File: src/rtl/ll_pkg.sv
// Shared widths and word formats for the transmit half of the logic link.
// Every RTL block imports this package, and the testbench uses the same
// types to build and check lane words.

package ll_pkg;

  ////////////////////////////////////////////////////////////
  // User beat and lane geometry
  localparam int DATA_W        = 64;
  localparam int PARITY_W      = DATA_W / 8;
  localparam int MARKER_W      = 2;
  localparam int LANE_W        = 40;
  localparam int LANE_DATA_W   = 32;
  localparam int LANE_PAR_W    = LANE_DATA_W / 8;
  localparam int NUM_LANES     = DATA_W / LANE_DATA_W;

  ////////////////////////////////////////////////////////////
  // Buffering, credits and configuration
  localparam int TX_FIFO_DEPTH = 4;
  localparam int TX_FIFO_AW    = $clog2(TX_FIFO_DEPTH);
  localparam int TX_FIFO_LVL_W = TX_FIFO_AW + 1;
  localparam int CREDIT_W      = 8;
  localparam int RX_CRED_W     = 4;
  localparam int DELAY_W       = 16;

  // Debug word is credit, then level, then pop count
  localparam int DBG_LEVEL_W   = 8;
  localparam int POP_CNT_W     = 16;
  localparam int DEBUG_W       = CREDIT_W + DBG_LEVEL_W + POP_CNT_W;

  // One accepted user beat, parity is even per byte
  typedef struct packed {
    logic [DATA_W-1:0]   data;
    logic [PARITY_W-1:0] parity;
    logic [MARKER_W-1:0] marker;
  } ll_beat_t;

  // Transmit lane word
  typedef struct packed {
    logic [LANE_DATA_W-1:0] data;
    logic [LANE_PAR_W-1:0]  parity;
    logic                   push;
    logic                   strobe;
    logic [MARKER_W-1:0]    marker;
  } ll_lane_t;

  // Receive lane word, only the credit count is used here
  typedef struct packed {
    logic [RX_CRED_W-1:0]        credit;
    logic [LANE_W-RX_CRED_W-1:0] rsvd;
  } ll_rx_lane_t;

endpackage

File: src/rtl/ll_online_sync.sv
// Online qualification and strobe generation.
// Holds off tx/rx online until each has been stable for its programmed
// delay, then pulses the strobe every delay_z_value cycles while online.

module ll_online_sync (
  input  logic                        clk_wr,
  input  logic                        arst_n,
  input  logic                        tx_online,
  input  logic                        rx_online,
  input  logic [ll_pkg::DELAY_W-1:0]  delay_x_value,
  input  logic [ll_pkg::DELAY_W-1:0]  delay_y_value,
  input  logic [ll_pkg::DELAY_W-1:0]  delay_z_value,
  output logic                        tx_online_delay,
  output logic                        rx_online_delay,
  output logic                        tx_auto_stb
);

  import ll_pkg::*;

  // Index 0 is the tx side, index 1 the rx side
  logic [1:0]         online_in;
  logic [1:0]         online_dly;
  logic [DELAY_W-1:0] dly_val [2];
  logic [DELAY_W-1:0] dly_cnt [2];
  logic [DELAY_W-1:0] stb_cnt;
  logic               stb_last;

  assign online_in  = {rx_online, tx_online};
  assign dly_val[0] = delay_x_value;
  assign dly_val[1] = delay_y_value;

  ////////////////////////////////////////////////////////////
  // Online delay counters
  always_ff @(posedge clk_wr or negedge arst_n) begin
    if (!arst_n) begin
      online_dly <= '0;
      for (int i = 0; i < 2; i++) begin
        dly_cnt[i] <= '0;
      end
    end else begin
      for (int i = 0; i < 2; i++) begin
        if (!online_in[i]) begin
          dly_cnt[i]    <= '0;
          online_dly[i] <= 1'b0;
        end else if (dly_cnt[i] == dly_val[i]) begin
          online_dly[i] <= 1'b1;
        end else begin
          dly_cnt[i] <= dly_cnt[i] + 1'b1;
        end
      end
    end
  end

  assign tx_online_delay = online_dly[0];
  assign rx_online_delay = online_dly[1];

  ////////////////////////////////////////////////////////////
  // Periodic strobe, first pulse delay_z_value cycles after the rise
  assign stb_last = (stb_cnt == delay_z_value - DELAY_W'(1));

  always_ff @(posedge clk_wr or negedge arst_n) begin
    if (!arst_n) begin
      stb_cnt     <= '0;
      tx_auto_stb <= 1'b0;
    end else if (!tx_online_delay) begin
      stb_cnt     <= '0;
      tx_auto_stb <= 1'b0;
    end else begin
      stb_cnt     <= stb_last ? '0 : stb_cnt + 1'b1;
      // Dropping tx_online also kills a pulse due on the same edge
      tx_auto_stb <= stb_last & tx_online;
    end
  end

  a_stb_only_online : assert property (
    @(posedge clk_wr) disable iff (!arst_n)
    tx_auto_stb |-> tx_online_delay
  );

endmodule

File: src/rtl/ll_phy_pack.sv
// PHY lane packer.
// Splits each popped beat over the two lane words and registers them with
// push, strobe and marker. Also samples the credit count returned on
// receive lane 0.

module ll_phy_pack (
  input  logic                         clk_wr,
  input  logic                         arst_n,
  input  logic                         pop,
  input  ll_pkg::ll_beat_t             pop_beat,
  input  logic                         tx_auto_stb,
  input  ll_pkg::ll_rx_lane_t          rx_phy0,
  output ll_pkg::ll_lane_t             tx_phy0,
  output ll_pkg::ll_lane_t             tx_phy1,
  output logic [ll_pkg::RX_CRED_W-1:0] rx_credit
);

  import ll_pkg::*;

  ll_lane_t lane_nxt [NUM_LANES];
  ll_lane_t lane_q   [NUM_LANES];

  ////////////////////////////////////////////////////////////
  // Lane word build
  always_comb begin
    for (int i = 0; i < NUM_LANES; i++) begin
      lane_nxt[i]        = '0;
      lane_nxt[i].push   = pop;
      // Strobe goes out on idle words too
      lane_nxt[i].strobe = tx_auto_stb;
      if (pop) begin
        lane_nxt[i].data   = pop_beat.data[i*LANE_DATA_W +: LANE_DATA_W];
        lane_nxt[i].parity = pop_beat.parity[i*LANE_PAR_W +: LANE_PAR_W];
        lane_nxt[i].marker = pop_beat.marker;
      end
    end
  end

  always_ff @(posedge clk_wr or negedge arst_n) begin
    if (!arst_n) begin
      for (int i = 0; i < NUM_LANES; i++) begin
        lane_q[i] <= '0;
      end
    end else begin
      for (int i = 0; i < NUM_LANES; i++) begin
        lane_q[i] <= lane_nxt[i];
      end
    end
  end

  assign tx_phy0 = lane_q[0];
  assign tx_phy1 = lane_q[1];

  ////////////////////////////////////////////////////////////
  // Returned credit
  always_ff @(posedge clk_wr or negedge arst_n) begin
    if (!arst_n) begin
      rx_credit <= '0;
    end else begin
      rx_credit <= rx_phy0.credit;
    end
  end

endmodule

File: src/rtl/ll_tx_credit_fifo.sv
// Transmit FIFO with credit gating.
// Beats from the user stage wait here until the link is online on both
// sides and a credit is held. Each pop spends one credit; credits
// returned by the far side are added back. Status goes to the debug port.

module ll_tx_credit_fifo (
  input  logic                         clk_wr,
  input  logic                         arst_n,
  input  logic                         stage_valid,
  input  ll_pkg::ll_beat_t             stage_beat,
  input  logic                         tx_online_delay,
  input  logic                         rx_online_delay,
  input  logic [ll_pkg::CREDIT_W-1:0]  init_st_credit,
  input  logic [ll_pkg::RX_CRED_W-1:0] rx_credit,
  output logic                         fifo_ready,
  output logic                         pop,
  output ll_pkg::ll_beat_t             pop_beat,
  output logic [ll_pkg::DEBUG_W-1:0]   tx_st_debug_status
);

  import ll_pkg::*;

  ll_beat_t                 mem [TX_FIFO_DEPTH];
  logic [TX_FIFO_AW-1:0]    wr_ptr;
  logic [TX_FIFO_AW-1:0]    rd_ptr;
  logic [TX_FIFO_LVL_W-1:0] level_q;
  logic [TX_FIFO_LVL_W-1:0] level_nxt;
  logic                     wr_en;
  logic [CREDIT_W-1:0]      cred_q;
  logic [CREDIT_W:0]        cred_sum;
  logic [POP_CNT_W-1:0]     pop_cnt_q;

  ////////////////////////////////////////////////////////////
  // Write and pop control
  assign wr_en = stage_valid & fifo_ready;

  assign pop = (level_q != '0) & (cred_q != '0) & tx_online_delay & rx_online_delay;

  assign level_nxt = level_q + TX_FIFO_LVL_W'(wr_en) - TX_FIFO_LVL_W'(pop);

  always_ff @(posedge clk_wr or negedge arst_n) begin
    if (!arst_n) begin
      wr_ptr     <= '0;
      rd_ptr     <= '0;
      level_q    <= '0;
      fifo_ready <= 1'b0;
    end else begin
      if (wr_en) begin
        wr_ptr <= wr_ptr + 1'b1;
      end
      if (pop) begin
        rd_ptr <= rd_ptr + 1'b1;
      end
      level_q <= level_nxt;
      // Registered not-full flag, low out of reset
      fifo_ready <= (level_nxt != TX_FIFO_LVL_W'(TX_FIFO_DEPTH));
    end
  end

  // Storage
  always_ff @(posedge clk_wr) begin
    if (wr_en) begin
      mem[wr_ptr] <= stage_beat;
    end
  end

  assign pop_beat = mem[rd_ptr];

  ////////////////////////////////////////////////////////////
  // Credit counter
  // No underflow since pop needs a nonzero count
  assign cred_sum = {1'b0, cred_q} + (CREDIT_W+1)'(rx_credit) - (CREDIT_W+1)'(pop);

  always_ff @(posedge clk_wr or negedge arst_n) begin
    if (!arst_n) begin
      cred_q <= '0;
    end else if (!tx_online_delay) begin
      cred_q <= init_st_credit;
    end else if (cred_sum[CREDIT_W]) begin
      // Saturate at full scale
      cred_q <= '1;
    end else begin
      cred_q <= cred_sum[CREDIT_W-1:0];
    end
  end

  ////////////////////////////////////////////////////////////
  // Debug status
  always_ff @(posedge clk_wr or negedge arst_n) begin
    if (!arst_n) begin
      pop_cnt_q <= '0;
    end else if (pop) begin
      pop_cnt_q <= pop_cnt_q + 1'b1;
    end
  end

  assign tx_st_debug_status = {cred_q, DBG_LEVEL_W'(level_q), pop_cnt_q};

  // A spend with nothing returned lowers the count and never wraps it
  a_pop_needs_credit : assert property (
    @(posedge clk_wr) disable iff (!arst_n)
    (pop && rx_credit == '0) |=> (cred_q < $past(cred_q))
  );

  a_no_write_full : assert property (
    @(posedge clk_wr) disable iff (!arst_n)
    wr_en |-> (level_q != TX_FIFO_LVL_W'(TX_FIFO_DEPTH))
  );

endmodule

File: src/rtl/ll_tx_top.sv
// Top of the transmit half of the logic link.
// User stream in, two PHY lane words out. Credits come back on rx_phy0;
// rx_phy1 carries nothing this side needs.

module ll_tx_top (
  input  logic                        clk_wr,
  input  logic                        arst_n,

  // Link control
  input  logic                        tx_online,
  input  logic                        rx_online,
  input  logic [ll_pkg::CREDIT_W-1:0] init_st_credit,
  input  logic [ll_pkg::DELAY_W-1:0]  delay_x_value,
  input  logic [ll_pkg::DELAY_W-1:0]  delay_y_value,
  input  logic [ll_pkg::DELAY_W-1:0]  delay_z_value,

  // PHY lanes
  input  ll_pkg::ll_rx_lane_t         rx_phy0,
  input  ll_pkg::ll_rx_lane_t         rx_phy1,
  output ll_pkg::ll_lane_t            tx_phy0,
  output ll_pkg::ll_lane_t            tx_phy1,

  // User stream
  input  logic [ll_pkg::DATA_W-1:0]   user_tdata,
  input  logic                        user_tvalid,
  output logic                        user_tready,

  output logic [ll_pkg::DEBUG_W-1:0]  tx_st_debug_status
);

  import ll_pkg::*;

  ////////////////////////////////////////////////////////////
  // Interconnect
  logic                 tx_online_delay;
  logic                 rx_online_delay;
  logic                 tx_auto_stb;
  logic                 stage_valid;
  ll_beat_t             stage_beat;
  logic                 fifo_ready;
  logic                 pop;
  ll_beat_t             pop_beat;
  logic [RX_CRED_W-1:0] rx_credit;

  ll_online_sync online_sync_i (
    .clk_wr          (clk_wr),
    .arst_n          (arst_n),
    .tx_online       (tx_online),
    .rx_online       (rx_online),
    .delay_x_value   (delay_x_value),
    .delay_y_value   (delay_y_value),
    .delay_z_value   (delay_z_value),
    .tx_online_delay (tx_online_delay),
    .rx_online_delay (rx_online_delay),
    .tx_auto_stb     (tx_auto_stb)
  );

  ll_user_stage user_stage_i (
    .clk_wr      (clk_wr),
    .arst_n      (arst_n),
    .user_tdata  (user_tdata),
    .user_tvalid (user_tvalid),
    .fifo_ready  (fifo_ready),
    .user_tready (user_tready),
    .stage_valid (stage_valid),
    .stage_beat  (stage_beat)
  );

  ll_tx_credit_fifo tx_fifo_i (
    .clk_wr             (clk_wr),
    .arst_n             (arst_n),
    .stage_valid        (stage_valid),
    .stage_beat         (stage_beat),
    .tx_online_delay    (tx_online_delay),
    .rx_online_delay    (rx_online_delay),
    .init_st_credit     (init_st_credit),
    .rx_credit          (rx_credit),
    .fifo_ready         (fifo_ready),
    .pop                (pop),
    .pop_beat           (pop_beat),
    .tx_st_debug_status (tx_st_debug_status)
  );

  ll_phy_pack phy_pack_i (
    .clk_wr      (clk_wr),
    .arst_n      (arst_n),
    .pop         (pop),
    .pop_beat    (pop_beat),
    .tx_auto_stb (tx_auto_stb),
    .rx_phy0     (rx_phy0),
    .tx_phy0     (tx_phy0),
    .tx_phy1     (tx_phy1),
    .rx_credit   (rx_credit)
  );

endmodule

File: src/rtl/ll_user_stage.sv
// User stream input slice.
// Takes beats from the tvalid/tready stream, adds byte parity and the
// running sequence marker, and offers the beat to the transmit FIFO.

module ll_user_stage (
  input  logic                      clk_wr,
  input  logic                      arst_n,
  input  logic [ll_pkg::DATA_W-1:0] user_tdata,
  input  logic                      user_tvalid,
  input  logic                      fifo_ready,
  output logic                      user_tready,
  output logic                      stage_valid,
  output ll_pkg::ll_beat_t          stage_beat
);

  import ll_pkg::*;

  logic                accept;
  logic [PARITY_W-1:0] parity_nxt;
  logic [MARKER_W-1:0] marker_q;

  // Stage is empty or drains on any edge where the FIFO has room
  assign user_tready = fifo_ready;
  assign accept      = user_tvalid & user_tready;

  // Even parity per byte
  always_comb begin
    for (int b = 0; b < PARITY_W; b++) begin
      parity_nxt[b] = ^user_tdata[b*8 +: 8];
    end
  end

  always_ff @(posedge clk_wr or negedge arst_n) begin
    if (!arst_n) begin
      stage_valid <= 1'b0;
      marker_q    <= '0;
    end else begin
      stage_valid <= accept | (stage_valid & ~fifo_ready);
      if (accept) begin
        marker_q <= marker_q + 1'b1;
      end
    end
  end

  // Beat payload
  always_ff @(posedge clk_wr) begin
    if (accept) begin
      stage_beat.data   <= user_tdata;
      stage_beat.parity <= parity_nxt;
      stage_beat.marker <= marker_q;
    end
  end

  a_stage_hold : assert property (
    @(posedge clk_wr) disable iff (!arst_n)
    (stage_valid && !fifo_ready) |=> $stable(stage_beat)
  );

endmodule

File: config.mk
export PLATFORM = sky130hd
export DESIGN_NAME = ll_tx_top
export DESIGN_NICKNAME = d
export VERILOG_FILES = /design/src/rtl/ll_pkg.sv /design/src/rtl/ll_online_sync.sv /design/src/rtl/ll_phy_pack.sv /design/src/rtl/ll_tx_credit_fifo.sv /design/src/rtl/ll_tx_top.sv /design/src/rtl/ll_user_stage.sv
export SDC_FILE = /design/constraint.sdc
export NUM_CORES = 1
export LEC_CHECK = 0
export BUFFER_PORTS_ARGS = -buffer_cell sky130_fd_sc_hd__buf_2
export CELL_PAD_IN_SITES_DETAIL_PLACEMENT = 1
export CELL_PAD_IN_SITES_GLOBAL_PLACEMENT = 1
export CORE_MARGIN = 5
export CORE_UTILIZATION = 48
export DETAILED_ROUTE_END_ITERATION = 8
export PLACE_DENSITY_LB_ADDON = 0.2
export SLEW_MARGIN = 20
export SYNTH_ARGS = -nofsm -noshare
export SYNTH_HDL_FRONTEND = slang
export SYNTH_SLANG_ARGS = --single-unit
File: constraint.sdc
create_clock -name clk_wr -period 4.31 [get_ports clk_wr]
set_input_delay 0.6465 -clock clk_wr [delete_from_list [all_inputs] [get_ports clk_wr]]
set_output_delay 0.6465 -clock clk_wr [all_outputs]
set_load 0.05 [all_outputs]
==> run summary, run 1 <==
Post-CTS setup buffers: 0
Critical path arrival: 4.14 ns
Seq pwr share: 51.4%
WS Path Type: reg -> reg
Num ports: 318
Slew at the pin closest to its max-slew limit: 1.04 ns
Net Sw Frac: 23.6%
Final number of hold-violating endpoints: 0
Global Route Usage Sum: 19.6%
Iteration-0 DRC Markers: 634
H-tree depth: 2
Maximum clock path buffer count: 3
Fin crit period: 3.68 ns
DRT Wirelength: 47,900 microns
Root Buffer: clkbuf_16
Sequential element share of the synthesized area: 71.2%
Hold_ws: 0.121 ns
CTS resizes: 0
Routed length per instance: 22.2 microns
Synth warnings: 0
CP max stage delay: 0.41 ns
Slowest stage cell, crit path: dfrtp_1
Clk slew on worst S/H paths: 0.06 ns
Count of max-cap constraint violations: 0
DRC errors left: 0
DP HPWL: 30,000 microns
Peak supply drop: 0.000403 V
TNS Setup: 0 ns
Leading register cell type out of synthesis: edfxtp_1
CTS Sinks: 536
Initial core utilization: 48.5%
Gr ovfl total: 0
Worst Path Required: 4.78 ns
Combinational Power Share: 9.8%
Worst slew margin: 30.2%
PwrDens: 515 nW/um^2
Leading area contributor after synthesis: edfxtp_1
EDFF count, synth: 370
CP startpoint kind: flip-flop
Buffers & Inverters on Critical Path: 4
Die Span X: 221 microns
Max-slew violations: 0
CTS buffer count: 55
Vias in the first global route: 12.9k
Fraction of layout cells with a size suffix above 1: 27.5%
Post-route ant nets: 0
First-pass GRT wire length: 75,300 microns
Max Freq: 0.272 GHz
Most frequent cell after synthesis: edfxtp_1
Die Area: 49,000 sq um
Initial antenna violation count: 0
Clk pwr share: 38.9%
# nets final: 1,754
Cell Area, Synth: 21,400 sq um
Internal cell power: 9.94 mW
Distinct cells, synth: 61
Port buffer count: 236
Final Skew: 0.0280 ns
RSZ-0062 raised after global routing: false
Fraction of registers with async set/reset: 31.0%
Cells after Synth: 1,259
Top cells by area, synth: edfxtp_1 52%, dfrtp_1 19%, mux4_2 7.8%
Status: completed
Filler cells: 4,095
Std cell rows: 77
CTS Hold Buffers Added: 0
Area fraction of the dominant cell type after synthesis: 51.8%
Die Y: 221 microns
Core Area: 44,200 sq um
Critical path's top delay family: simple AND/OR/NAND/NOR gates
CP endpoint kind: flip-flop
Peak fanout along the critical path: 7
First-pass iteration count of the detailed router: 4
CTS tree: built
DR vias/cell: 5.30
Seq cells post-synth: 536
Cell leakage power: 9.82 nW
Largest net degree at the start of global routing: 105
Syn_area_per_cell: 17.0 sq um
Finish-stage setup viols: 0
Hold crit path type: in -> async
P_sw: 3.07 mW
Top cells by count, synth: 370 x edfxtp_1, 166 x dfrtp_1, 120 x xnor2_1, 81 x and2_1, 74 x mux4_2
DR vias: 11.5k
Placer Congestion: 0.787
Area grow syn2layout: 17.7%
CP Cell Sequence: inv_1, ha_1, nor4b_1, a31o_2, inv_2, ha_1, inv_1, ha_1, inv_1, fa_1, nor2b_1, o211ai_1, a21oi_1, or4_1, nand3_1, o22a_1
Final period util: 85.3%
Worst-skew pair later-pin latency: 0.61 ns
N_diodes: 0
state kept, by name, indices dropped and copies added (netlist names), named ones only:
register and count:
tx_fifo_i.mem 296, user_stage_i.stage_beat 74, phy_pack_i.tx_phy0 38, phy_pack_i.tx_phy1 38, online_sync_i.dly_cnt 32, online_sync_i.stb_cnt 16, tx_fifo_i.pop_cnt_q 16, tx_fifo_i.cred_q 8
phy_pack_i.rx_credit 4, tx_fifo_i.level_q 3, online_sync_i.online_dly 2, tx_fifo_i.rd_ptr 2, tx_fifo_i.wr_ptr 2, user_stage_i.marker_q 2, online_sync_i.tx_auto_stb 1, tx_fifo_i.fifo_ready 1
through the flow:
step           util [%]  std cells  setup slack (ns)  area [sq um]  power [mW]
2_1_floorplan         -       1263             0.564         21500        7.51
3_3_place_gp       52.7       2057             0.721         23300        7.98
3_5_place_dp       52.7       2057             0.597         23300        8.09
4_1_cts            57.1       2161             0.554         25200        13.2
5_1_grt            57.1       2161             0.233         25200        13.6
6_report           57.1       2161             0.633         25200        13.0
cells by family after synthesis:
group,Yosys count,share of synthesized area [%]
buf+inv,92,1.91
flops,536,71.2
fa+ha+maj,27,1.65
simple gates,283,7.70
other cells,1,0.0175
compound gates,69,2.43
mux,89,8.48
xor+xnor,162,6.62
layout make-up:
class                   instances  area (sq um)  area share (%)
repair buffers                252          1320            5.24
multi-input cells             635          5810            23.0
clock inverters                24           360            1.43
inverters                      42           159           0.629
flip-flops and latches        536         15300            60.5
well taps                     592           741            2.93
clock buffers                  80          1580            6.27
layout by cell type (no fill, tap or decap), types with 25 or more instances in the layout:
cell type,n
and2_1,81
xnor2_1,120
ha_1,25
dfrtp_1,164
nor2_1,37
mux4_2,74
edfxtp_1,370
buf_2,235
clkbuf_16,57
nand3_1,26
nand2_1,41
xor2_1,42
inv_1,40
per-layer routing:
layer  vias up  global-route usage (%)  routed length [microns]
met5         -                       0                        0
met4         0                    5.22                      988
met3        60                    3.03                     1970
met2       239                    33.8                    24300
met1      5984                    26.2                    20600
li1       5181                       -                        -
final timing paths:
kind,startpoint,to,slack [ns],cells past startpoint
min,arst_n,online_sync_i.dly_cnt[29],0.12,1
max in group asynchronous,arst_n,online_sync_i.stb_cnt[13],3.01,2
min reg2reg,online_sync_i.tx_auto_stb,phy_pack_i.tx_phy0[2],0.35,0
max reg2reg,tx_fifo_i.cred_q[4],tx_fifo_i.cred_q[7],0.63,16
min in group clk_wr,rx_phy0[39],phy_pack_i.rx_credit[3],0.15,1
max,tx_fifo_i.cred_q[4],tx_fifo_i.cred_q[7],0.63,16
power by group through the flow:
stage          registers [mW]  logic, mW  clock network, mW
2_1_floorplan            6.79      0.726                  0
3_3_place_gp             6.70       1.28                  0
3_5_place_dp             6.79       1.31                  0
4_1_cts                  6.69       1.32               5.19
5_1_grt                  6.74       1.39               5.45
6_report                 6.68       1.27               5.06
No activity file was read; power rests on OpenSTA's default activity.
==> run 2, diff against run 1 <==
==> constraint.sdc (replaced) <==
create_clock -name clk_wr -period 3.4 [get_ports clk_wr]
set_input_delay 0.51 -clock clk_wr [delete_from_list [all_inputs] [get_ports clk_wr]]
set_output_delay 0.51 -clock clk_wr [all_outputs]
set_load 0.05 [all_outputs]
==> run summary, run 2 (synthesis gave the netlist of run 1 again) <==
Status: completed (unchanged)
Peak fanout along the critical path: 7 (unchanged)
Hold path depth: 1
Area of the multi-input gates: 5860 sq um (was 5810 sq um)
Largest net degree at the start of global routing: 81 (was 105)
Placed insts: 2,066 (was 2,057)
WHS Endpoint: user_stage_i.stage_beat[30]
Port buffer count: 236 (unchanged)
Maximum clock path buffer count: 3 (unchanged)
Peak supply drop: 0.000497 V (was 0.000403 V)
Clk slew on worst S/H paths: 0.06 ns (about the same)
Hold path start: user_tdata[20]
Die Area: 49,000 sq um (unchanged)
Commonest non-fill, non-tap cells in the layout: 370 x edfxtp_1, 235 x buf_2, 162 x dfrtp_1 (was 370 x edfxtp_1, 235 x buf_2, 164 x dfrtp_1)
Final Skew: 0.0401 ns (was 0.0280 ns)
Iteration-0 DRC Markers: 772 (was 634)
Commonest non-fill, non-tap cell in the layout: edfxtp_1 (unchanged)
Final Instance Count excl. Fillers: 2,177 (was 2,161)
Core Area: 44,200 sq um (unchanged)
First-pass iteration count of the detailed router: 5 (was 4)
Area taken by flip-flops and latches: 15,300 sq um (about the same)
CP endpoint kind: flip-flop (unchanged)
Final period util: 95.3% (was 85.3%)
Post-route ant nets: 0 (unchanged)
Final worst-path setup slack: 0.159 ns (was 0.633 ns)
Worst reg2reg startpoint: tx_fifo_i.level_q[0] (was tx_fifo_i.cred_q[4])
Die Span X: 221 microns (unchanged)
CTS tree: built (unchanged)
Global Route Usage Sum: 19.1% (was 19.6%)
Worst Path Required: 3.86 ns (was 4.78 ns)
Vias in the first global route: 12.9k (about the same)
Max FFs per register: 296 (unchanged)
Largest registers: tx_fifo_i.mem (296), user_stage_i.stage_beat (74) (unchanged)
Placement Setup Slack: -0.0377 ns (was 0.597 ns)
Placer Congestion: 0.813 (was 0.787)
Critical path arrival: 3.70 ns (was 4.14 ns)
Count of max-cap constraint violations: 0 (unchanged)
Max-slew violations: 0 (unchanged)
CTS buffer count: 55 (unchanged)
DR vias: 11.5k (about the same)
First-pass GRT wire length: 74,400 microns (was 75,300 microns)
R2R depth: 15 (was 16)
Setup slack, reg-to-reg: 0.16 ns (was 0.63 ns)
Num ports: 318 (unchanged)
Initial antenna violation count: 2 (was 0)
Top reg by flops: tx_fifo_i.mem (unchanged)
Fin crit period: 3.24 ns (was 3.68 ns)
DRT Wirelength: 46,800 microns (was 47,900 microns)
Std cell rows: 77 (unchanged)
Die Y: 221 microns (unchanged)
GR Layer Usage met2: 32.2% (was 33.8%)
Fraction of layout cells with a size suffix above 1: 28.9% (was 27.5%)
DR vias/cell: 5.27 (was 5.30)
DP HPWL: 29,700 microns (was 30,000 microns)
Filler cells: 4,097 (was 4,095)
Met3 Use GR: 3.94% (was 3.03%)
WS Path Type: reg -> reg (unchanged)
CTS Sinks: 536 (unchanged)
Initial core utilization: 48.5% (unchanged)
Gr ovfl total: 0 (unchanged)
PwrDens: 639 nW/um^2 (was 515 nW/um^2)
DRC errors left: 0 (unchanged)
Slew at the pin closest to its max-slew limit: 0.859 ns (was 1.04 ns)
Final number of hold-violating endpoints: 0 (unchanged)
Worst-skew pair later-pin latency: 0.61 ns (about the same)
Max Freq: 0.309 GHz (was 0.272 GHz)
Cell leakage power: 9.90 nW (was 9.82 nW)
Hold crit path type: in -> reg (was in -> async)
Area grow syn2layout: 18.9% (was 17.7%)
Worst slew margin: 42.7% (was 30.2%)
Root Buffer: clkbuf_16 (unchanged)
Routed length per instance: 21.5 microns (was 22.2 microns)
GRT met1 Usage: 26.5% (was 26.2%)
CP startpoint kind: flip-flop (unchanged)
FF-to-FF End: tx_fifo_i.cred_q[7] (unchanged)
# nets final: 1,770 (was 1,754)
RSZ-0062 raised after global routing: false (unchanged)
H-tree depth: 2 (unchanged)
Busiest grt layer: met2 (unchanged)
Finish-stage setup viols: 0 (unchanged)
run 2: area by class of cell:
cell class,instances,share of cell area [%]
multi-input combinational,635,23.0
clock buffer,72,6.00
timing repair buffer,268,6.10
clock inverter,31,1.44
inverter,42,0.623
sequential,536,59.9
tap,592,2.91
antenna,1,0.00982
run 2: where the power goes:
group,internal (mW),leakage [nW],switching (mW)
sequential,8.14,5.68,0.322
combinational,0.605,3.29,1.07
clock,3.65,0.928,2.51
run 2: metrics by stage:
stage	hold slack, ns	utilization (%)	cell area (sq um)	power, mW	TNS [ns]
after floorplan	0.214	-	21500	9.52	0
after global placement	0.336	53.1	23500	10.2	0
after detailed placement	0.343	53.1	23500	10.3	-0.242
after CTS	0.0504	57.5	25400	16.5	0
after global routing	0.0543	57.6	25500	17.0	0
final	0.0945	57.6	25500	16.3	0
run 2: worst max-delay path: stages (launching register included):
cell and delay, ns:
dfrtp_1 0.40, o311ai_0 0.51, a31o_2 0.21, inv_2 0.04
ha_1 0.26, inv_1 0.04, ha_1 0.20, inv_2 0.07
fa_2 0.22, nor2b_2 0.06, o211ai_1 0.24, a21oi_2 0.10
buf_4 0.15, o31ai_4 0.26, nand3_4 0.16, o22a_1 0.20
run 2: layer usage:
metal / up-vias / part of all wire [%]
li1: 5218 / -
met1: 5958 / 44
met2: 253 / 49
met3: 52 / 4.8
met4: 2 / 1.3
met5: - / 0.017
run 2: worst max path at each step:
stage                              start             endpoint  slack (ns)  depth (start not counted)
CTS                 tx_fifo_i.level_q[0]  tx_fifo_i.cred_q[7]        0.07                         14
floorplan            tx_fifo_i.cred_q[4]  tx_fifo_i.cred_q[4]        0.03                         17
finish              tx_fifo_i.level_q[0]  tx_fifo_i.cred_q[7]        0.16                         15
detailed placement   tx_fifo_i.cred_q[5]  tx_fifo_i.cred_q[5]       -0.04                         16
global route         tx_fifo_i.cred_q[5]  tx_fifo_i.cred_q[6]       0.003                         17
global placement     tx_fifo_i.cred_q[5]  tx_fifo_i.cred_q[4]        0.05                         16
run 2: what timing repair did:
| action | CTS | global route |
|---|---|---|
| endpoints found under the setup margin | 7 | 8 |
| hold endpoints to repair | 55 | 0 |
| buffers inserted | 0 | 2 |
| gates resized for setup | 1 | 9 |
| hold buffers | 5 | 0 |
| cloned | 0 | 0 |
| pin swaps | 0 | 3 |
==> run 3, diff against run 2 <==
--- a/config.mk
+++ b/config.mk
@@ -10,6 +10,7 @@
 export CELL_PAD_IN_SITES_GLOBAL_PLACEMENT = 1
 export CORE_MARGIN = 5
 export CORE_UTILIZATION = 48
+export CTS_BUF_LIST = sky130_fd_sc_hd__clkbuf_4 sky130_fd_sc_hd__clkbuf_8 sky130_fd_sc_hd__clkbuf_16
 export DETAILED_ROUTE_END_ITERATION = 8
 export PLACE_DENSITY_LB_ADDON = 0.2
 export SLEW_MARGIN = 20
==> run summary, run 3 (synthesis gave the netlist of run 1 again) <==
Seq pwr share: 51.7% (was 51.9%)
Commonest non-fill, non-tap cells in the layout: 370 x edfxtp_1, 235 x buf_2, 162 x dfrtp_1 (unchanged)
DR vias: 11.5k (about the same)
Post-Layout Inst Area: 25,500 sq um (about the same)
Core Area: 44,200 sq um (unchanged)
Die Y: 221 microns (unchanged)
Routed length per instance: 21.5 microns (about the same)
Std cell rows: 77 (unchanged)
Worst Path Required: 3.86 ns (about the same)
Placer Congestion: 0.813 (unchanged)
Largest registers: tx_fifo_i.mem (296), user_stage_i.stage_beat (74) (unchanged)
Combinational Power Share: 10.2% (was 10.3%)
Peak supply drop: 0.000496 V (was 0.000497 V)
WS Path Type: reg -> reg (unchanged)
Final Skew: 0.0400 ns (was 0.0401 ns)
P_sw: 3.90 mW (about the same)
Num ports: 318 (unchanged)
Critical path's top delay family: compound AO/OA/AOI/OAI gates (unchanged)
Critical path arrival: 3.70 ns (about the same)
Final Util: 57.7% (was 57.6%)
CP Cell Sequence: o311ai_0, a31o_2, inv_2, ha_1, inv_1, ha_1, inv_2, fa_2, nor2b_2, o211ai_1, a21oi_2, buf_4, o31ai_4, nand3_4, o22a_1 (unchanged)
Net Sw Frac: 23.9% (about the same)
Max Freq: 0.309 GHz (about the same)
Max-slew violations: 0 (unchanged)
RSZ-0062 raised after global routing: false (unchanged)
Die Span X: 221 microns (unchanged)
Worst-skew pair later-pin latency: 0.61 ns (about the same)
Clk pwr share: 38.1% (was 37.8%)
Vias in the first global route: 12.8k (was 12.9k)
Post-route ant nets: 0 (unchanged)
Slowest stage cell, crit path: o311ai_0 (unchanged)
CTS Sinks: 536 (unchanged)
DRT Wirelength: 46,900 microns (was 46,800 microns)
Clk slew on worst S/H paths: 0.06 ns (about the same)
Internal cell power: 12.5 mW (was 12.4 mW)
PwrDens: 641 nW/um^2 (was 639 nW/um^2)
Die Area: 49,000 sq um (unchanged)
Max FFs per register: 296 (unchanged)
Global Route Usage Sum: 19.1% (about the same)
Initial core utilization: 48.5% (unchanged)
Worst slew margin: 41.3% (was 42.7%)
Slew at the pin closest to its max-slew limit: 0.881 ns (was 0.859 ns)
Hold crit path type: in -> reg (unchanged)
Top reg by flops: tx_fifo_i.mem (unchanged)
Gr ovfl total: 0 (unchanged)
CP endpoint kind: flip-flop (unchanged)
Final number of hold-violating endpoints: 0 (unchanged)
# nets final: 1,770 (unchanged)
Placed insts: 2,066 (unchanged)
First-pass GRT wire length: 74,300 microns (was 74,400 microns)
Count of max-cap constraint violations: 0 (unchanged)
CP startpoint kind: flip-flop (unchanged)
Commonest non-fill, non-tap cell in the layout: edfxtp_1 (unchanged)
Final worst-path setup slack: 0.159 ns (about the same)
Cell leakage power: 9.93 nW (was 9.90 nW)
Buffers & Inverters on Critical Path: 4 (unchanged)
Iteration-0 DRC Markers: 796 (was 772)
Final Instance Count excl. Fillers: 2,177 (unchanged)
CTS tree: built (unchanged)
Largest net degree at the start of global routing: 81 (unchanged)
DR vias/cell: 5.30 (was 5.27)
DP HPWL: 29,700 microns (unchanged)
Area grow syn2layout: 19.0% (was 18.9%)
Final period util: 95.3% (about the same)
Port buffer count: 236 (unchanged)
Maximum clock path buffer count: 3 (unchanged)
DRC errors left: 0 (unchanged)
Finish-stage setup viols: 0 (unchanged)
Initial antenna violation count: 2 (unchanged)
Peak fanout along the critical path: 7 (unchanged)
Placement Setup Slack: -0.0377 ns (unchanged)
CP max stage delay: 0.51 ns (about the same)
Root Buffer: clkbuf_16 (unchanged)
First-pass iteration count of the detailed router: 5 (unchanged)
Fraction of layout cells with a size suffix above 1: 29.4% (was 28.9%)
Status: completed (unchanged)
DP Area: 23,500 sq um (unchanged)
Fin crit period: 3.24 ns (about the same)
CTS buffer count: 55 (unchanged)
H-tree depth: 2 (unchanged)
==> run 3: timing repair <==
action	4_1_cts	5_1_grt
gates resized for setup	1	9
gates cloned	0	0
hold endpoints to repair	55	0
hold buffers	5	0
setup buffers	0	2
endpoints found under the setup margin	7	8
pin swaps	0	3
==> run 3: cell type report <==
class,count,area (sq um)
clock buffer,72,1560
fill,4093,18700
tap,592,741
clock inverter,31,368
antenna,1,2.50
multi-input combinational,635,5860
inverter,42,159
sequential,536,15300
timing repair buffer,268,1560
==> run 3: power groups by stage <==
stage / Clock, mW / Sequential [mW] / Combinational (mW)
5_1_grt: 6.72 / 8.53 / 1.83
6_report: 6.23 / 8.46 / 1.67
3_5_place_dp: 0 / 8.59 / 1.71
3_3_place_gp: 0 / 8.49 / 1.67
2_1_floorplan: 0 / 8.60 / 0.920
4_1_cts: 6.40 / 8.47 / 1.72
==> run 3: worst register-to-register path, cell delays in order (launching register included) <==
cell      delay (ns)
dfrtp_1         0.40
o311ai_0        0.52
a31o_2          0.21
inv_2           0.04
ha_1            0.26
inv_1           0.04
ha_1            0.20
inv_2           0.07
fa_2            0.22
nor2b_2         0.06
o211ai_1        0.24
a21oi_2         0.10
buf_4           0.15
o31ai_4         0.26
nand3_4         0.16
o22a_1          0.20
==> run 3: final timing paths <==
kind	from	to	slack (ns)	cells past startpoint
setup / recovery	tx_fifo_i.level_q[0]	tx_fifo_i.cred_q[7]	0.16	15
hold / removal	user_tdata[20]	user_stage_i.stage_beat[30]	0.09	1
setup reg to reg	tx_fifo_i.level_q[0]	tx_fifo_i.cred_q[7]	0.16	15
hold reg to reg	online_sync_i.tx_auto_stb	phy_pack_i.tx_phy0[2]	0.35	0
max in group asynchronous	arst_n	tx_fifo_i.cred_q[7]	2.02	3
min in group asynchronous	arst_n	online_sync_i.dly_cnt[26]	0.54	2
==> run 3: metal layers <==
metal	share of wire [%]	vias to the layer above	GRT usage, %
li1	-	5217	-
met1	44	6006	26.4
met2	49	265	32.1
met3	5.0	50	3.94
met4	1.3	2	3.50
met5	0.017	-	0
==> run 3: per-stage QoR <==
step | setup TNS, ns | hold WS, ns | power (mW)
6_report | 0 | 0.0943 | 16.4
5_1_grt | 0 | 0.0543 | 17.1
4_1_cts | 0 | 0.0504 | 16.6
3_5_place_dp | -0.242 | 0.343 | 10.3
3_3_place_gp | 0 | 0.336 | 10.2
2_1_floorplan | 0 | 0.214 | 9.52
